File: config.mk
export PLATFORM = sky130hd
export DESIGN_NAME = riscvCore
export DESIGN_NICKNAME = d
export VERILOG_FILES = /design/src/rtl/riscvPkg.sv /design/src/rtl/stageReg.sv /design/src/rtl/fetchUnit.sv /design/src/rtl/decodeUnit.sv /design/src/rtl/regFile.sv /design/src/rtl/hazardUnit.sv /design/src/rtl/executeUnit.sv /design/src/rtl/riscvCore.sv
export VERILOG_INCLUDE_DIRS = /design/src /design/src/include
export SDC_FILE = /design/constraint.sdc
export NUM_CORES = 2
export LEC_CHECK = 0
export BUFFER_PORTS_ARGS = -buffer_cell sky130_fd_sc_hd__buf_2
export CORE_MARGIN = 4
export CORE_UTILIZATION = 55
export DETAILED_ROUTE_END_ITERATION = 8
export MAX_ROUTING_LAYER = met4
export PLACE_DENSITY = 0.8
export SYNTH_ARGS = -nofsm -noshare
export SYNTH_HDL_FRONTEND = slang
export SYNTH_SLANG_ARGS = --single-unit
File: constraint.sdc
create_clock -name clk -period 6.4 [get_ports clk]
set_input_delay 0.96 -clock clk [delete_from_list [all_inputs] [get_ports clk]]
set_output_delay 0.96 -clock clk [all_outputs]
set_load 0.1 [all_outputs]
File: src/include/riscv_consts.svh
// Core-wide constants
`ifndef RISCV_CONSTS_SVH
`define RISCV_CONSTS_SVH

// ==============================
// Datapath widths
// ==============================

`define XLEN        32   // Data and address width
`define REG_ADDR_W  5    // Register index width
`define NUM_REGS    32   // Architectural registers, x0 included

// Both memory ports carry word addresses
`define WORD_ADDR_W 30

// ==============================
// Fixed encodings
// ==============================

// addi x0, x0, 0
`define NOP_INST    32'h0000_0013

// First fetch address after reset
`define RESET_PC    32'h0000_0000

`endif

File: src/rtl/riscvPkg.sv
// Pipeline types and helpers
`include "riscv_consts.svh"

package riscvPkg;

	// Base opcodes of the supported subset
	typedef enum logic [6:0] {
		OP_REG    = 7'b0110011,
		OP_IMM    = 7'b0010011,
		OP_LOAD   = 7'b0000011,
		OP_STORE  = 7'b0100011,
		OP_BRANCH = 7'b1100011,
		OP_JAL    = 7'b1101111,
		OP_JALR   = 7'b1100111
	} opcode_t;

	// Encoded as {funct7[5], funct3}
	typedef enum logic [3:0] {
		ALU_ADD = 4'b0000,
		ALU_SLL = 4'b0001,
		ALU_SLT = 4'b0010,
		ALU_XOR = 4'b0100,
		ALU_SRL = 4'b0101,
		ALU_OR  = 4'b0110,
		ALU_AND = 4'b0111,
		ALU_SUB = 4'b1000,
		ALU_SRA = 4'b1101
	} aluOp_t;

	// ==============================
	// Stage payloads
	// ==============================

	typedef struct packed {
		logic [`XLEN-1:0] pc;
		logic [`XLEN-1:0] pcPlus4;
		logic [`XLEN-1:0] inst;
	} ifId_t;

	typedef struct packed {
		logic [`XLEN-1:0]       rs1Data;
		logic [`XLEN-1:0]       rs2Data;
		logic [`XLEN-1:0]       imm;
		logic [`XLEN-1:0]       pcPlus4;
		logic [`REG_ADDR_W-1:0] rs1Addr;
		logic [`REG_ADDR_W-1:0] rs2Addr;
		logic [`REG_ADDR_W-1:0] rdAddr;
		aluOp_t                 aluOp;
		logic                   aluSrc;   // Second operand is the immediate
		logic                   memRead;
		logic                   memWrite;
		logic                   memToReg;
		logic                   regWrite;
		logic                   isJump;
	} idEx_t;

	typedef struct packed {
		logic [`XLEN-1:0]       aluResult;
		logic [`XLEN-1:0]       storeData;  // Little-endian memory order
		logic [`REG_ADDR_W-1:0] rdAddr;
		logic [`XLEN-1:0]       pcPlus4;
		logic                   memRead;
		logic                   memWrite;
		logic                   memToReg;
		logic                   regWrite;
		logic                   isJump;
	} exMem_t;

	typedef struct packed {
		logic [`XLEN-1:0]       aluResult;
		logic [`XLEN-1:0]       loadData;   // Back in core order
		logic [`REG_ADDR_W-1:0] rdAddr;
		logic [`XLEN-1:0]       pcPlus4;
		logic                   memToReg;
		logic                   regWrite;
		logic                   isJump;
	} memWb_t;

	// Memory is little-endian, the core works on swapped words
	function automatic logic [`XLEN-1:0] byteSwap(input logic [`XLEN-1:0] w);
		return {w[7:0], w[15:8], w[23:16], w[31:24]};
	endfunction

	// Newest producer wins, MEM before WB, x0 never forwarded
	function automatic logic [`XLEN-1:0] fwdValue(
		input logic [`REG_ADDR_W-1:0] src,
		input logic [`XLEN-1:0]       regVal,
		input exMem_t                 mem,
		input logic [`REG_ADDR_W-1:0] wbAddr,
		input logic [`XLEN-1:0]       wbData,
		input logic                   wbWrite
	);
		if (src == '0) begin
			return regVal;
		end else if (mem.regWrite && mem.rdAddr == src) begin
			return mem.aluResult;
		end else if (wbWrite && wbAddr == src) begin
			return wbData;
		end
		return regVal;
	endfunction

endpackage

File: src/rtl/stageReg.sv
// Pipeline stage register
`timescale 1ns/1ps

module stageReg #(
	parameter type      payload_t = logic,
	parameter payload_t bubble    = '0
) (
	input  logic     clk,
	input  logic     rst_n,
	input  logic     hold,   // Keep current contents
	input  logic     flush,  // Load a bubble
	input  payload_t d,
	output payload_t q
);

	// Hold wins over flush so a stalled stage keeps its instruction
	always_ff @(posedge clk) begin
		if (!rst_n) begin
			q <= bubble;
		end else if (hold) begin
			q <= q;
		end else if (flush) begin
			q <= bubble;
		end else begin
			q <= d;
		end
	end

endmodule

File: src/rtl/fetchUnit.sv
// Fetch and ID-stage branch resolution
`timescale 1ns/1ps
`include "riscv_consts.svh"

module fetchUnit import riscvPkg::*; (
	input  logic                    clk,
	input  logic                    rst_n,
	input  logic                    freeze,    // Any stall, PC holds
	input  logic [`XLEN-1:0]        iRdata,
	input  ifId_t                   id,
	input  logic [`XLEN-1:0]        imm,
	input  logic [`XLEN-1:0]        rs1Data,
	input  logic [`XLEN-1:0]        rs2Data,
	input  logic                    jal,
	input  logic                    jalr,
	input  logic                    beq,
	input  logic                    bne,
	input  exMem_t                  exMem,
	input  logic [`REG_ADDR_W-1:0]  wbAddr,
	input  logic [`XLEN-1:0]        wbData,
	input  logic                    wbWrite,
	output ifId_t                   ifOut,
	output logic [`WORD_ADDR_W-1:0] iAddr,
	output logic                    iRead,
	output logic                    branchTaken,
	output logic                    regEq
);

	logic [`XLEN-1:0] pc;
	logic [`XLEN-1:0] pcPlus4;
	logic [`XLEN-1:0] nextPc;
	logic [`XLEN-1:0] cmpRs1;
	logic [`XLEN-1:0] cmpRs2;

	// Compare operands see results not yet written back
	assign cmpRs1 = fwdValue(id.inst[19:15], rs1Data, exMem, wbAddr, wbData, wbWrite);
	assign cmpRs2 = fwdValue(id.inst[24:20], rs2Data, exMem, wbAddr, wbData, wbWrite);

	assign regEq = (cmpRs1 == cmpRs2);
	assign branchTaken = jal | jalr | (beq & regEq) | (bne & ~regEq);
	assign pcPlus4 = pc + `XLEN'd4;

	always_comb begin
		nextPc = pcPlus4;
		if (freeze) begin
			nextPc = pc;
		end else if (jalr) begin
			nextPc = cmpRs1 + imm;
			nextPc[0] = 1'b0;  // Target LSB is cleared
		end else if (branchTaken) begin
			nextPc = id.pc + imm;  // jal or taken branch
		end
	end

	always_ff @(posedge clk) begin
		if (!rst_n) begin
			pc <= `RESET_PC;
		end else begin
			pc <= nextPc;
		end
	end

	assign iAddr = pc[`XLEN-1:2];
	assign iRead = rst_n;
	assign ifOut = '{pc: pc, pcPlus4: pcPlus4, inst: byteSwap(iRdata)};

endmodule

File: src/rtl/decodeUnit.sv
// Instruction decode
`timescale 1ns/1ps
`include "riscv_consts.svh"

module decodeUnit import riscvPkg::*; (
	input  logic [`XLEN-1:0] inst,
	input  logic [`XLEN-1:0] pc,
	input  logic [`XLEN-1:0] pcPlus4,
	input  logic [`XLEN-1:0] rs1Data,
	input  logic [`XLEN-1:0] rs2Data,
	output idEx_t            decoded,
	output logic             jal,
	output logic             jalr,
	output logic             beq,
	output logic             bne
);

	opcode_t          opcode;
	logic [2:0]       funct3;
	logic [`XLEN-1:0] immI;
	logic [`XLEN-1:0] immS;
	logic [`XLEN-1:0] immB;
	logic [`XLEN-1:0] immJ;

	assign opcode = opcode_t'(inst[6:0]);
	assign funct3 = inst[14:12];

	// ==============================
	// Immediate formats
	// ==============================
	assign immI = {{20{inst[31]}}, inst[31:20]};
	assign immS = {{20{inst[31]}}, inst[31:25], inst[11:7]};
	assign immB = {{20{inst[31]}}, inst[7], inst[30:25], inst[11:8], 1'b0};
	assign immJ = {{12{inst[31]}}, inst[19:12], inst[20], inst[30:21], 1'b0};

	always_comb begin
		decoded = '0;   // Unknown opcodes leave every control off
		jal = 1'b0;
		jalr = 1'b0;
		beq = 1'b0;
		bne = 1'b0;
		decoded.rs1Data = rs1Data;
		decoded.rs2Data = rs2Data;
		decoded.pcPlus4 = pcPlus4;
		decoded.rs1Addr = inst[19:15];
		decoded.rs2Addr = inst[24:20];
		decoded.rdAddr = inst[11:7];
		decoded.aluOp = ALU_ADD;
		case (opcode)
			OP_REG: begin
				decoded.aluOp = aluOp_t'({inst[30], funct3});
				decoded.regWrite = 1'b1;
			end
			OP_IMM: begin
				decoded.imm = immI;
				decoded.aluSrc = 1'b1;
				decoded.regWrite = 1'b1;
				// Bit 30 only selects srai
				decoded.aluOp = aluOp_t'({(funct3 == 3'b101) & inst[30], funct3});
			end
			OP_LOAD: begin
				decoded.imm = immI;
				decoded.aluSrc = 1'b1;
				decoded.memRead = (funct3 == 3'b010);
				decoded.memToReg = (funct3 == 3'b010);
				decoded.regWrite = (funct3 == 3'b010);
			end
			OP_STORE: begin
				decoded.imm = immS;
				decoded.aluSrc = 1'b1;
				decoded.memWrite = (funct3 == 3'b010);
			end
			OP_BRANCH: begin
				decoded.imm = immB;  // Resolved in ID, nothing left for EX
				beq = (funct3 == 3'b000);
				bne = (funct3 == 3'b001);
			end
			OP_JAL, OP_JALR: begin
				decoded.imm = (opcode == OP_JAL) ? immJ : immI;
				jal = (opcode == OP_JAL);
				jalr = (opcode == OP_JALR) && (funct3 == 3'b000);
				// Link address pc + 4 comes out of the ALU for exact MEM forwarding
				decoded.rs1Data = pc;
				decoded.rs2Data = `XLEN'd4;
				decoded.rs1Addr = '0;
				decoded.rs2Addr = '0;
				decoded.regWrite = jal | jalr;
				decoded.isJump = jal | jalr;
			end
			default: begin
				decoded.rdAddr = '0;
			end
		endcase
	end

endmodule

File: src/rtl/regFile.sv
// Register file with write-back select
`timescale 1ns/1ps
`include "riscv_consts.svh"

module regFile import riscvPkg::*; (
	input  logic                   clk,
	input  logic                   rst_n,
	input  logic [`REG_ADDR_W-1:0] rs1Addr,
	input  logic [`REG_ADDR_W-1:0] rs2Addr,
	input  memWb_t                 wb,
	output logic [`XLEN-1:0]       rs1Data,
	output logic [`XLEN-1:0]       rs2Data,
	output logic [`XLEN-1:0]       wbData,
	output logic [`REG_ADDR_W-1:0] wbAddr,
	output logic                   wbWrite
);

	logic [`XLEN-1:0] regs [`NUM_REGS];

	assign wbAddr = wb.rdAddr;
	assign wbWrite = wb.regWrite;
	assign wbData = wb.isJump ? wb.pcPlus4 :
		wb.memToReg ? wb.loadData : wb.aluResult;

	// Write-through so ID sees this cycle's write-back
	assign rs1Data = (wbWrite && wbAddr != '0 && wbAddr == rs1Addr) ? wbData : regs[rs1Addr];
	assign rs2Data = (wbWrite && wbAddr != '0 && wbAddr == rs2Addr) ? wbData : regs[rs2Addr];

	always_ff @(posedge clk) begin
		if (!rst_n) begin
			for (int i = 0; i < `NUM_REGS; i++) begin
				regs[i] <= '0;
			end
		end else if (wbWrite && wbAddr != '0) begin  // x0 stays zero
			regs[wbAddr] <= wbData;
		end
	end

endmodule

File: src/rtl/hazardUnit.sv
// ID-stage hazard detection
`timescale 1ns/1ps
`include "riscv_consts.svh"

module hazardUnit (
	input  logic [`REG_ADDR_W-1:0] rs1Addr,
	input  logic [`REG_ADDR_W-1:0] rs2Addr,
	input  logic                   jalr,
	input  logic                   beq,
	input  logic                   bne,
	input  logic [`REG_ADDR_W-1:0] exRdAddr,
	input  logic                   exMemRead,
	input  logic                   exRegWrite,
	input  logic [`REG_ADDR_W-1:0] memRdAddr,
	input  logic                   memMemRead,
	output logic                   hazardStall,
	output logic                   idExFlush
);

	logic exRs1Hit;
	logic exRs2Hit;
	logic memRs1Hit;
	logic memRs2Hit;
	logic isBranch;
	logic loadUse;
	logic jalrHazard;
	logic branchHazard;
	logic memLoadHazard;

	assign exRs1Hit = (exRdAddr != '0) && (exRdAddr == rs1Addr);
	assign exRs2Hit = (exRdAddr != '0) && (exRdAddr == rs2Addr);
	assign memRs1Hit = memMemRead && (memRdAddr != '0) && (memRdAddr == rs1Addr);
	assign memRs2Hit = memMemRead && (memRdAddr != '0) && (memRdAddr == rs2Addr);
	assign isBranch = beq | bne;

	assign loadUse = exMemRead && (exRs1Hit || exRs2Hit);
	assign jalrHazard = jalr && exRegWrite && exRs1Hit;
	assign branchHazard = isBranch && exRegWrite && (exRs1Hit || exRs2Hit);
	// Load data reaches the ID compare only once the load is in WB
	assign memLoadHazard = (jalr && memRs1Hit) || (isBranch && (memRs1Hit || memRs2Hit));

	assign hazardStall = loadUse | jalrHazard | branchHazard | memLoadHazard;
	assign idExFlush = hazardStall;  // Bubble into EX while ID waits

endmodule

File: src/rtl/executeUnit.sv
// Execute stage
`timescale 1ns/1ps
`include "riscv_consts.svh"

module executeUnit import riscvPkg::*; (
	input  idEx_t                  ex,
	input  exMem_t                 exMem,
	input  logic [`XLEN-1:0]       wbData,
	input  logic [`REG_ADDR_W-1:0] wbAddr,
	input  logic                   wbWrite,
	output exMem_t                 exOut
);

	logic [`XLEN-1:0] opA;
	logic [`XLEN-1:0] rs2Fwd;   // Also the store data
	logic [`XLEN-1:0] opB;
	logic [`XLEN-1:0] aluOut;
	logic [4:0]       shamt;

	assign opA = fwdValue(ex.rs1Addr, ex.rs1Data, exMem, wbAddr, wbData, wbWrite);
	assign rs2Fwd = fwdValue(ex.rs2Addr, ex.rs2Data, exMem, wbAddr, wbData, wbWrite);
	assign opB = ex.aluSrc ? ex.imm : rs2Fwd;
	assign shamt = opB[4:0];

	// ==============================
	// ALU
	// ==============================
	always_comb begin
		case (ex.aluOp)
			ALU_ADD: aluOut = opA + opB;
			ALU_SUB: aluOut = opA - opB;
			ALU_SLL: aluOut = opA << shamt;
			ALU_SLT: aluOut = {{(`XLEN-1){1'b0}}, $signed(opA) < $signed(opB)};
			ALU_XOR: aluOut = opA ^ opB;
			ALU_SRL: aluOut = opA >> shamt;
			ALU_SRA: aluOut = $signed(opA) >>> shamt;
			ALU_OR:  aluOut = opA | opB;
			ALU_AND: aluOut = opA & opB;
			default: aluOut = '0;  // Encodings outside the subset
		endcase
	end

	assign exOut = '{
		aluResult: aluOut,
		storeData: byteSwap(rs2Fwd),
		rdAddr:    ex.rdAddr,
		pcPlus4:   ex.pcPlus4,
		memRead:   ex.memRead,
		memWrite:  ex.memWrite,
		memToReg:  ex.memToReg,
		regWrite:  ex.regWrite,
		isJump:    ex.isJump
	};

endmodule

File: src/rtl/riscvCore.sv
// Five-stage RV32I pipeline
`timescale 1ns/1ps
`include "riscv_consts.svh"

module riscvCore import riscvPkg::*; (
	input  logic                    clk,
	input  logic                    rst_n,
	// Fetch port
	output logic                    iRead,
	output logic [`WORD_ADDR_W-1:0] iAddr,
	input  logic [`XLEN-1:0]        iRdata,
	input  logic                    iStall,
	// Data port
	output logic                    dRead,
	output logic                    dWrite,
	output logic [`WORD_ADDR_W-1:0] dAddr,
	output logic [`XLEN-1:0]        dWdata,
	input  logic [`XLEN-1:0]        dRdata,
	input  logic                    dStall
);

	localparam ifId_t ifIdBubble = '{pc: '0, pcPlus4: '0, inst: `NOP_INST};

	logic freeze;        // Either port stalled
	logic ifHold;        // PC and IF/ID also wait on hazards
	logic hazardStall;
	logic idExFlush;
	logic branchTaken;
	logic jal;
	logic jalr;
	logic beq;
	logic bne;

	ifId_t  ifStage;
	ifId_t  idStage;
	idEx_t  idDecoded;
	idEx_t  exStage;
	exMem_t exResult;
	exMem_t memStage;
	memWb_t memResult;
	memWb_t wbStage;

	logic [`XLEN-1:0]       rs1Data;
	logic [`XLEN-1:0]       rs2Data;
	logic [`XLEN-1:0]       wbData;
	logic [`REG_ADDR_W-1:0] wbAddr;
	logic                   wbWrite;

	assign freeze = iStall | dStall;
	assign ifHold = freeze | hazardStall;

	// ==============================
	// Data port
	// ==============================
	assign dRead = memStage.memRead;
	assign dWrite = memStage.memWrite;
	assign dAddr = memStage.aluResult[`XLEN-1:2];
	assign dWdata = memStage.storeData;

	assign memResult = '{
		aluResult: memStage.aluResult,
		loadData:  byteSwap(dRdata),
		rdAddr:    memStage.rdAddr,
		pcPlus4:   memStage.pcPlus4,
		memToReg:  memStage.memToReg,
		regWrite:  memStage.regWrite,
		isJump:    memStage.isJump
	};

	// ==============================
	// IF and ID
	// ==============================
	fetchUnit fetch (
		.clk(clk), .rst_n(rst_n), .freeze(ifHold), .iRdata(iRdata), .id(idStage),
		.imm(idDecoded.imm), .rs1Data(rs1Data), .rs2Data(rs2Data),
		.jal(jal), .jalr(jalr), .beq(beq), .bne(bne),
		.exMem(memStage), .wbAddr(wbAddr), .wbData(wbData), .wbWrite(wbWrite),
		.ifOut(ifStage), .iAddr(iAddr), .iRead(iRead),
		.branchTaken(branchTaken), .regEq()
	);

	stageReg #(.payload_t(ifId_t), .bubble(ifIdBubble)) ifIdReg (
		.clk(clk), .rst_n(rst_n), .hold(ifHold), .flush(branchTaken),
		.d(ifStage), .q(idStage)
	);

	decodeUnit decode (
		.inst(idStage.inst), .pc(idStage.pc), .pcPlus4(idStage.pcPlus4),
		.rs1Data(rs1Data), .rs2Data(rs2Data), .decoded(idDecoded),
		.jal(jal), .jalr(jalr), .beq(beq), .bne(bne)
	);

	regFile regs (
		.clk(clk), .rst_n(rst_n),
		.rs1Addr(idStage.inst[19:15]), .rs2Addr(idStage.inst[24:20]), .wb(wbStage),
		.rs1Data(rs1Data), .rs2Data(rs2Data),
		.wbData(wbData), .wbAddr(wbAddr), .wbWrite(wbWrite)
	);

	hazardUnit hazard (
		.rs1Addr(idStage.inst[19:15]), .rs2Addr(idStage.inst[24:20]),
		.jalr(jalr), .beq(beq), .bne(bne),
		.exRdAddr(exStage.rdAddr), .exMemRead(exStage.memRead),
		.exRegWrite(exStage.regWrite),
		.memRdAddr(memStage.rdAddr), .memMemRead(memStage.memRead),
		.hazardStall(hazardStall), .idExFlush(idExFlush)
	);

	// ==============================
	// EX, MEM and WB
	// ==============================
	stageReg #(.payload_t(idEx_t)) idExReg (
		.clk(clk), .rst_n(rst_n), .hold(freeze), .flush(idExFlush),
		.d(idDecoded), .q(exStage)
	);

	executeUnit execute (
		.ex(exStage), .exMem(memStage),
		.wbData(wbData), .wbAddr(wbAddr), .wbWrite(wbWrite),
		.exOut(exResult)
	);

	stageReg #(.payload_t(exMem_t)) exMemReg (
		.clk(clk), .rst_n(rst_n), .hold(freeze), .flush(1'b0),
		.d(exResult), .q(memStage)
	);

	stageReg #(.payload_t(memWb_t)) memWbReg (
		.clk(clk), .rst_n(rst_n), .hold(freeze), .flush(1'b0),
		.d(memResult), .q(wbStage)
	);

endmodule

* Word level (Yosys, flattened, before mapping) *
Memories as Yosys holds them, arrays and structs flattened. A register that Yosys moved wholly into a read port is not among the register bits.
Cells that the tools add are included.

operators by class
  bitwise logic cells = 17
  $add $sub $neg = 5
  $lt $le $gt $ge = 1
  div/mod/pow operators = 0
  reduce and logical (&&, ||, !) cells = 42
  equality and inequality tests = 29
  multiplexer cells = 64
  multipliers = 0
  shift-type cells = 3

operator list
  operator                                       count
  2-to-1 mux 32 bit                              24
  one-hot mux 32 bit (9 select lines)            1
  2-to-1 mux 153 bit                             1
  one-hot mux 32 bit (4 select lines)            1
  adder 32 bit                                   3
  2-to-1 mux 96 bit                              1
  2-to-1 mux 64 bit                              1
  equality test 5 bit                            10
  adder 32 x 3 -> 32 bit, second input constant  1
  bitwise AND 32 bit                             1
  equality test 32 bit                           1
  < comparator 32 bit                            1
  OR 32 bit                                      1
  OR reduction 32 bit                            1
  left shift 32 x 5 -> 32 bit                    1
  right shift 32 x 5 -> 32 bit                   1
  >>> shifter 32 x 5 -> 32 bit                   1
  subtractor 32 bit                              1
  XOR 32 bit                                     1
  2-to-1 mux 5 bit                               6
  2-to-1 mux 1 bit                               25
  logical AND 1 bit                              24
  equality test 7 bit, second input constant     3
  logical NOT 5 bit                              4
  24 further kinds                               46

word-level totals
  memory bits (writable) = 1024
  memories kept = 1
  word-level logic and storage cells = 196
  memory bits (read-only) = 0
  bits in registers = 491
  latch bits = 0

memories
  memory     words  width  rd ports  clocked after Yosys merged registers in  write ports  line           source
  regs.regs  32     32     2         2                                        32           regFile.sv:18  logic [`XLEN-1:0] regs [`NUM_REGS];

* Depth between registers and ports, before layout *
  word-level depth = 13
  depth in mapped cells = 26
  gate-level depth less buffers = 22

* Hierarchy *
Synthesis repeated with hierarchy kept, for this count alone.

second synthesis, totals
  cells, all modules = 8621
  area total of the unflattened synthesis = 90491.8 sq um

modules (own cells, without submodules)
  module               times used  area each (sq um)  cells an instance  seq. area each (sq um)
  regFile              1           51948.6            3639               30749.5
  executeUnit          1           11049.3            1626               0.0
  fetchUnit            1           7897.6             1058               640.6
  stageReg (idExReg)   1           5805.6             680                3062.9
  stageReg (memWbReg)  1           4007.6             462                2082.0
  stageReg (exMemReg)  1           3987.6             472                2122.0
  stageReg (ifIdReg)   1           3789.9             426                1921.8
  decodeUnit           1           1694.1             213                0.0
  hazardUnit           1           295.3              42                 0.0
  riscvCore            1           16.3               3                  0.0

* Worst setup path after synthesis *
Ideal clock, no wire load.

  kind = flip-flop to flip-flop
  start point = register memWbReg.q[2] in the netlist's numbering
  end point = register exMemReg.q[74] in the netlist's numbering
  cell stages (with the launch flop) = 27
  period minus slack after synthesis = 5989 ps
  required time = 6326 ps
  arrival = 5914 ps
  setup slack = 411 ps
  cells stage by stage = dfxtp_1 > buf_2 > buf_2 > buf_2 > mux2i_1 > nor2_1 > a21oi_2 > nor2_1 > a2111oi_0 > nor2_1 > a21boi_1 > buf_2 > buf_1 > clkbuf_1 > ha_1 > inv_1 > o21ai_0 > a2111o_1 > nand4b_1 > a311o_1 > a31oi_1 > a311oi_1 > o31ai_1 > a221o_1 > and2_1 > o41a_1 > a31oi_1

on the way
  longest elaborated chain between the ends = 9

RTL lines
  what                                             line               source
  start: declaration                               stageReg.sv:13     output payload_t q
  start signal: assignment                         stageReg.sv:19     q <= bubble;
  start signal: assignment                         stageReg.sv:21     q <= q;
  start signal: assignment                         stageReg.sv:23     q <= bubble;
  2-to-1 mux 32 bit (*)                            regFile.sv:23      wb.memToReg ? wb.loadData : wb.aluResult;
  2-to-1 mux 32 bit (*)                            regFile.sv:22      assign wbData = wb.isJump ? wb.pcPlus4 :
  2-to-1 mux 32 bit                                riscvPkg.sv:97     end else if (wbWrite && wbAddr == src) begin
  2-to-1 mux 32 bit                                riscvPkg.sv:95     end else if (mem.regWrite && mem.rdAddr == src) begin
  2-to-1 mux 32 bit                                riscvPkg.sv:93     if (src == '0) begin
  2-to-1 mux 32 bit                                riscvPkg.sv:100    return regVal;
  2-to-1 mux 32 bit                                executeUnit.sv:22  assign opB = ex.aluSrc ? ex.imm : rs2Fwd;
  subtractor 32 bit, or another cell as far along  executeUnit.sv:31  ALU_SUB: aluOut = opA - opB;
  one-hot mux 32 bit (9 select lines) (*)          executeUnit.sv:29  case (ex.aluOp)
  end signal: assignment                           stageReg.sv:19
  end signal: assignment                           stageReg.sv:21
  end signal: assignment                           stageReg.sv:23
  end: declaration                                 stageReg.sv:13

Every way passes the cells marked *; elsewhere a longest branch is shown, timed or not. The select of a mux whose other input is x is not followed.
A chain may end at the register's enable or synchronous reset.

==> impl_metrics.csv <==
group,metric,value,unit
global_routing,grt_overflow_total,0,
global_routing,grt_pass1_wl,531.5,mm
synth,yosys.area_share.simple,14.07,%
drt,routed_wl,377.0,mm
placed_design,dp.cells,10530,
worst_setup_path,timing.rr.end,"ifIdReg.q[81]$_SDFFE_PN0N_",
sta,rsz0062_at_grt,"no",
worst_setup_path,cp-end-kind,"flop",
power,post-layout-total-power,24.72,mW
finish,drive_gt1_share,13.96,%
sta,hold_violations,0,
placed_design,pre_cts_slack,487.6,ps
finish,fin_cells,10870,
clock_network,cts_made_buffers,163,
drt,post-route-drc-count,18,
worst_setup_path,rr_worst_depth,17,
sta,fmax,158.3,MHz
worst_setup_path,critPathArrivalTime,6990,ps
drt,ant_nets,0,
sta,drv_slew,0,
floorplanning,rows,146,
finish,utilization,60.87,%
synth,synth.cell_area,0.08803,mm²
floorplanning,initial_core_util,55.45,%
clock_network,root_buffer,"clkbuf_16",
hold_path,hold_path_class,"primary input to flop",
worst_setup_path,cp_max_fo,13,
drt,wire_per_inst,34.68,µm
synth,synthArstFlopShare,0,%
sta,slew_headroom,6.202,%
worst_setup_path,worst-setup-path-type,"flop to flop",
drt,first_pass_iters,9,
synth,synth_xor_area_share,1.731,%
synth,synthAdderAreaFrac,2.351,%
global_routing,first_global_vias,74290,
synth,synth_top_family_by_area,"multiplexers",
placed_design,gp_congestion,1.121,
worst_setup_path,required,7080,ps
global_routing,grt_usage,44.91,%
synth,avgSynthCellArea,10.02,µm²
drt,vias_per_cell,7.256,
synth,synthMuxAreaShare,16.16,%
sta,setup_slack,84.09,ps
floorplanning,dieArea,0.1665,mm²
drt,vias,78890,
job,maxCapViolations,0,
power,p_per_area,255.8,mW/mm²
finish,finalNetCount,8854,
sta,tightest_slew,1402,ps
sta,setup_viol,0,
synth,synth.distinct_cells,96,
clock_network,cts_tree,"done",
drt,dr.first_iter.drc_count,15110,
clock_network,path_clk_slew,70,ps
floorplanning,coreArea,0.1587,mm²
floorplanning,die_x,408.1,µm
synth,synth-compound-area-share,14.37,%
hold_path,holdPathEnd,"ifIdReg.q[4]$_SDFFE_PN1N_",
sta,final.setup.tns,0,ps
hold_path,hold_depth,3,
power,leakagePower,32.97,nW
finish,layout-area-overhead-vs-synth,9.765,%
synth,yosysSeqAreaShare,45.99,%
sta,skew,59.85,ps
clock_network,cts_hold_buffers,0,
synth,synth_edf_count,1024,
synth,synth_ff_type,"edfxtp_1",
power,ir_drop,0.3016,mV
floorplanning,die_y,408.1,µm
clock_network,htree_num_levels,4,
sta,fin_crit_sh,98.69,%
worst_setup_path,reg2reg_slack,80,ps
clock_network,cts.sinks,1510,
hold_path,worstHoldStart,"iRdata[28]",
global_routing,grt_max_degree,205,
synth,yosysWarnings,0,
outcome,run_status,"complete, but fails checks",
clock_network,insertion_delay,860,ps
placed_design,dp_hpwl,256.8,mm
clock_network,cts_max_path_buffers,3,
synth,syn_inst,8788,
synth,ys_seq_elements,1510,
placed_design,io_buffers,162,
outcome,violations,"design-rule violations",
sta,fin_crit,6316,ps
global_routing,grt_antenna_before_repair,33,
floorplanning,ios,163,
worst_setup_path,start_kind,"flop",
finish,nFillCells,12660,
[cells in the final DEF (no fill, tap or decap), types with 27 or more instances in the layout]
cell / Yosys / routed
a22oi_1: 443 / 443
nand2_1: 777 / 759
o21ai_0: 295 / 294
a21oi_1: 489 / 472
mux2_2: 55 / 55
mux2i_1: 720 / 720
nand2b_1: 31 / 31
nor3_1: 112 / 110
edfxtp_1: 1024 / 1024
or3_1: 29 / 29
nand4_1: 39 / 39
a21o_1: 53 / 53
diode_2: 0 / 41
o22ai_1: 61 / 61
mux4_2: 283 / 283
clkbuf_1: 551 / 39
a2bb2oi_1: 71 / 71
and4_1: 28 / 28
ha_1: 159 / 159
nor2_1: 1519 / 1503
and3_1: 48 / 47
inv_1: 142 / 140
o221ai_1: 28 / 27
o211ai_1: 54 / 54
clkbuf_16: 0 / 168
a211oi_1: 29 / 29
nand3_1: 202 / 202
xor2_1: 70 / 70
a31oi_1: 109 / 109
a221oi_1: 32 / 32
and2_1: 35 / 33
conb_1: 1 / 32
buf_2: 160 / 161
xnor2_1: 104 / 104
dfxtp_1: 486 / 477
o21a_1: 34 / 34
buf_4: 123 / 342
clkinv_1: 1 / 28
[cell usage after synthesis (142+ instances only)]
| master | n | share of area, % |
|---|---|---|
| nor2_1 | 1519 | 6.5 |
| edfxtp_1 | 1024 | 35 |
| nand2_1 | 777 | 3.3 |
| mux2i_1 | 720 | 8.2 |
| clkbuf_1 | 551 | 2.3 |
| a21oi_1 | 489 | 2.8 |
| dfxtp_1 | 486 | 11 |
| a22oi_1 | 443 | 3.8 |
| o21ai_0 | 295 | 1.7 |
| mux4_2 | 283 | 7.2 |
| nand3_1 | 202 | 1.1 |
| buf_2 | 160 | 0.91 |
| ha_1 | 159 | 2.3 |
| inv_1 | 142 | 0.61 |
[report_power, final]
group | leakage, nW | internal [mW] | switching [mW]
combinational | 15.8 | 1.18 | 2.56
sequential | 14.5 | 10.7 | 0.298
clock | 2.69 | 5.75 | 4.22
[kinds of logic after synthesis]
kind of cell	count (synthesis)
AOI/OAI and AO/OA	1914
xor gates and xnor gates	174
adders and majority gates	163
buffers and inverters	1034
DFF	1510
muxes	1060
other	1
and+or+nand+nor	2932
[flip-flops by register name, indices dropped and copies added, names as in the netlist, named ones only]
| name | count |
|---|---|
| ifIdReg.q | 94 |
| regs.regs | 1024 |
| exMemReg.q | 105 |
| fetch.pc | 32 |
| idExReg.q | 141 |
| memWbReg.q | 104 |
[routing by layer]
layer,share of wire (%),routed length [µm],GRT usage [%]
met4,9.5,35770,32.94
met2,42,158100,63.03
met3,16,60160,16.87
met5,0,0,-
met1,33,122900,52.61
[repair_timing]
item / CTS / global route
endpoints found under the setup margin: 0 / 6
resized for setup: 0 / 3
setup buffers: 0 / 4
[cell type report]
| class | instances | area [µm²] | area share (%) |
|---|---|---|---|
| multi-input combinational | 6275 | 43420 | 44.94 |
| tap | 2072 | 2592 | 2.683 |
| inverter | 144 | 548.0 | 0.5672 |
| clock inverter | 83 | 1044 | 1.080 |
| clock buffer | 219 | 4516 | 4.673 |
| timing repair buffer | 529 | 3894 | 4.030 |
| sequential | 1510 | 40510 | 41.92 |
| antenna | 41 | 102.6 | 0.1062 |
[metrics by stage]
step	hold slack [ps]	cell area (µm²)
4_1_cts	303.7	96490
3_5_place_dp	444.6	90930
2_1_floorplan	431.5	88140
5_1_grt	349.9	96600
3_3_place_gp	428.6	90930
6_report	349.4	96620
[how the worst max path moves through the flow]
stage | startpoint | endpoint | slack (ps) | cells past startpoint
global placement | memWbReg.q[35]$_SDFFE_PN0N_ | exMemReg.q[105]$_SDFFE_PN0N_ | 470 | 18
detailed placement | flop | fetch.pc[30]$_SDFFE_PN0N_ | 490 | 21
floorplan | memWbReg.q[2]$_SDFFE_PN0N_ | exMemReg.q[74]$_SDFFE_PN0N_ | 410 | 26
CTS | memWbReg.q[35]$_SDFFE_PN0N_ | exMemReg.q[105]$_SDFFE_PN0N_ | 430 | 18
finish | flop | ifIdReg.q[81]$_SDFFE_PN0N_ | 80 | 17
global route | flop | fetch.pc[30]$_SDFFE_PN0N_ | 20 | 22
[worst max-delay path, cell delays in order, from the launching register on]
cell and delay [ps]:
dfxtp_1 1000, buf_4 310, buf_4 130, and3b_1 740, buf_4 260, a22oi_1 80
and4_1 400, o22ai_1 760, xnor2_1 160, nor4_1 470, buf_4 210, and4_1 220
nand4_1 220, nand3_4 350, buf_4 280, buf_4 240, a2bb2oi_1 230, nor2_1 50
No activity file was read; power rests on OpenSTA's default activity.
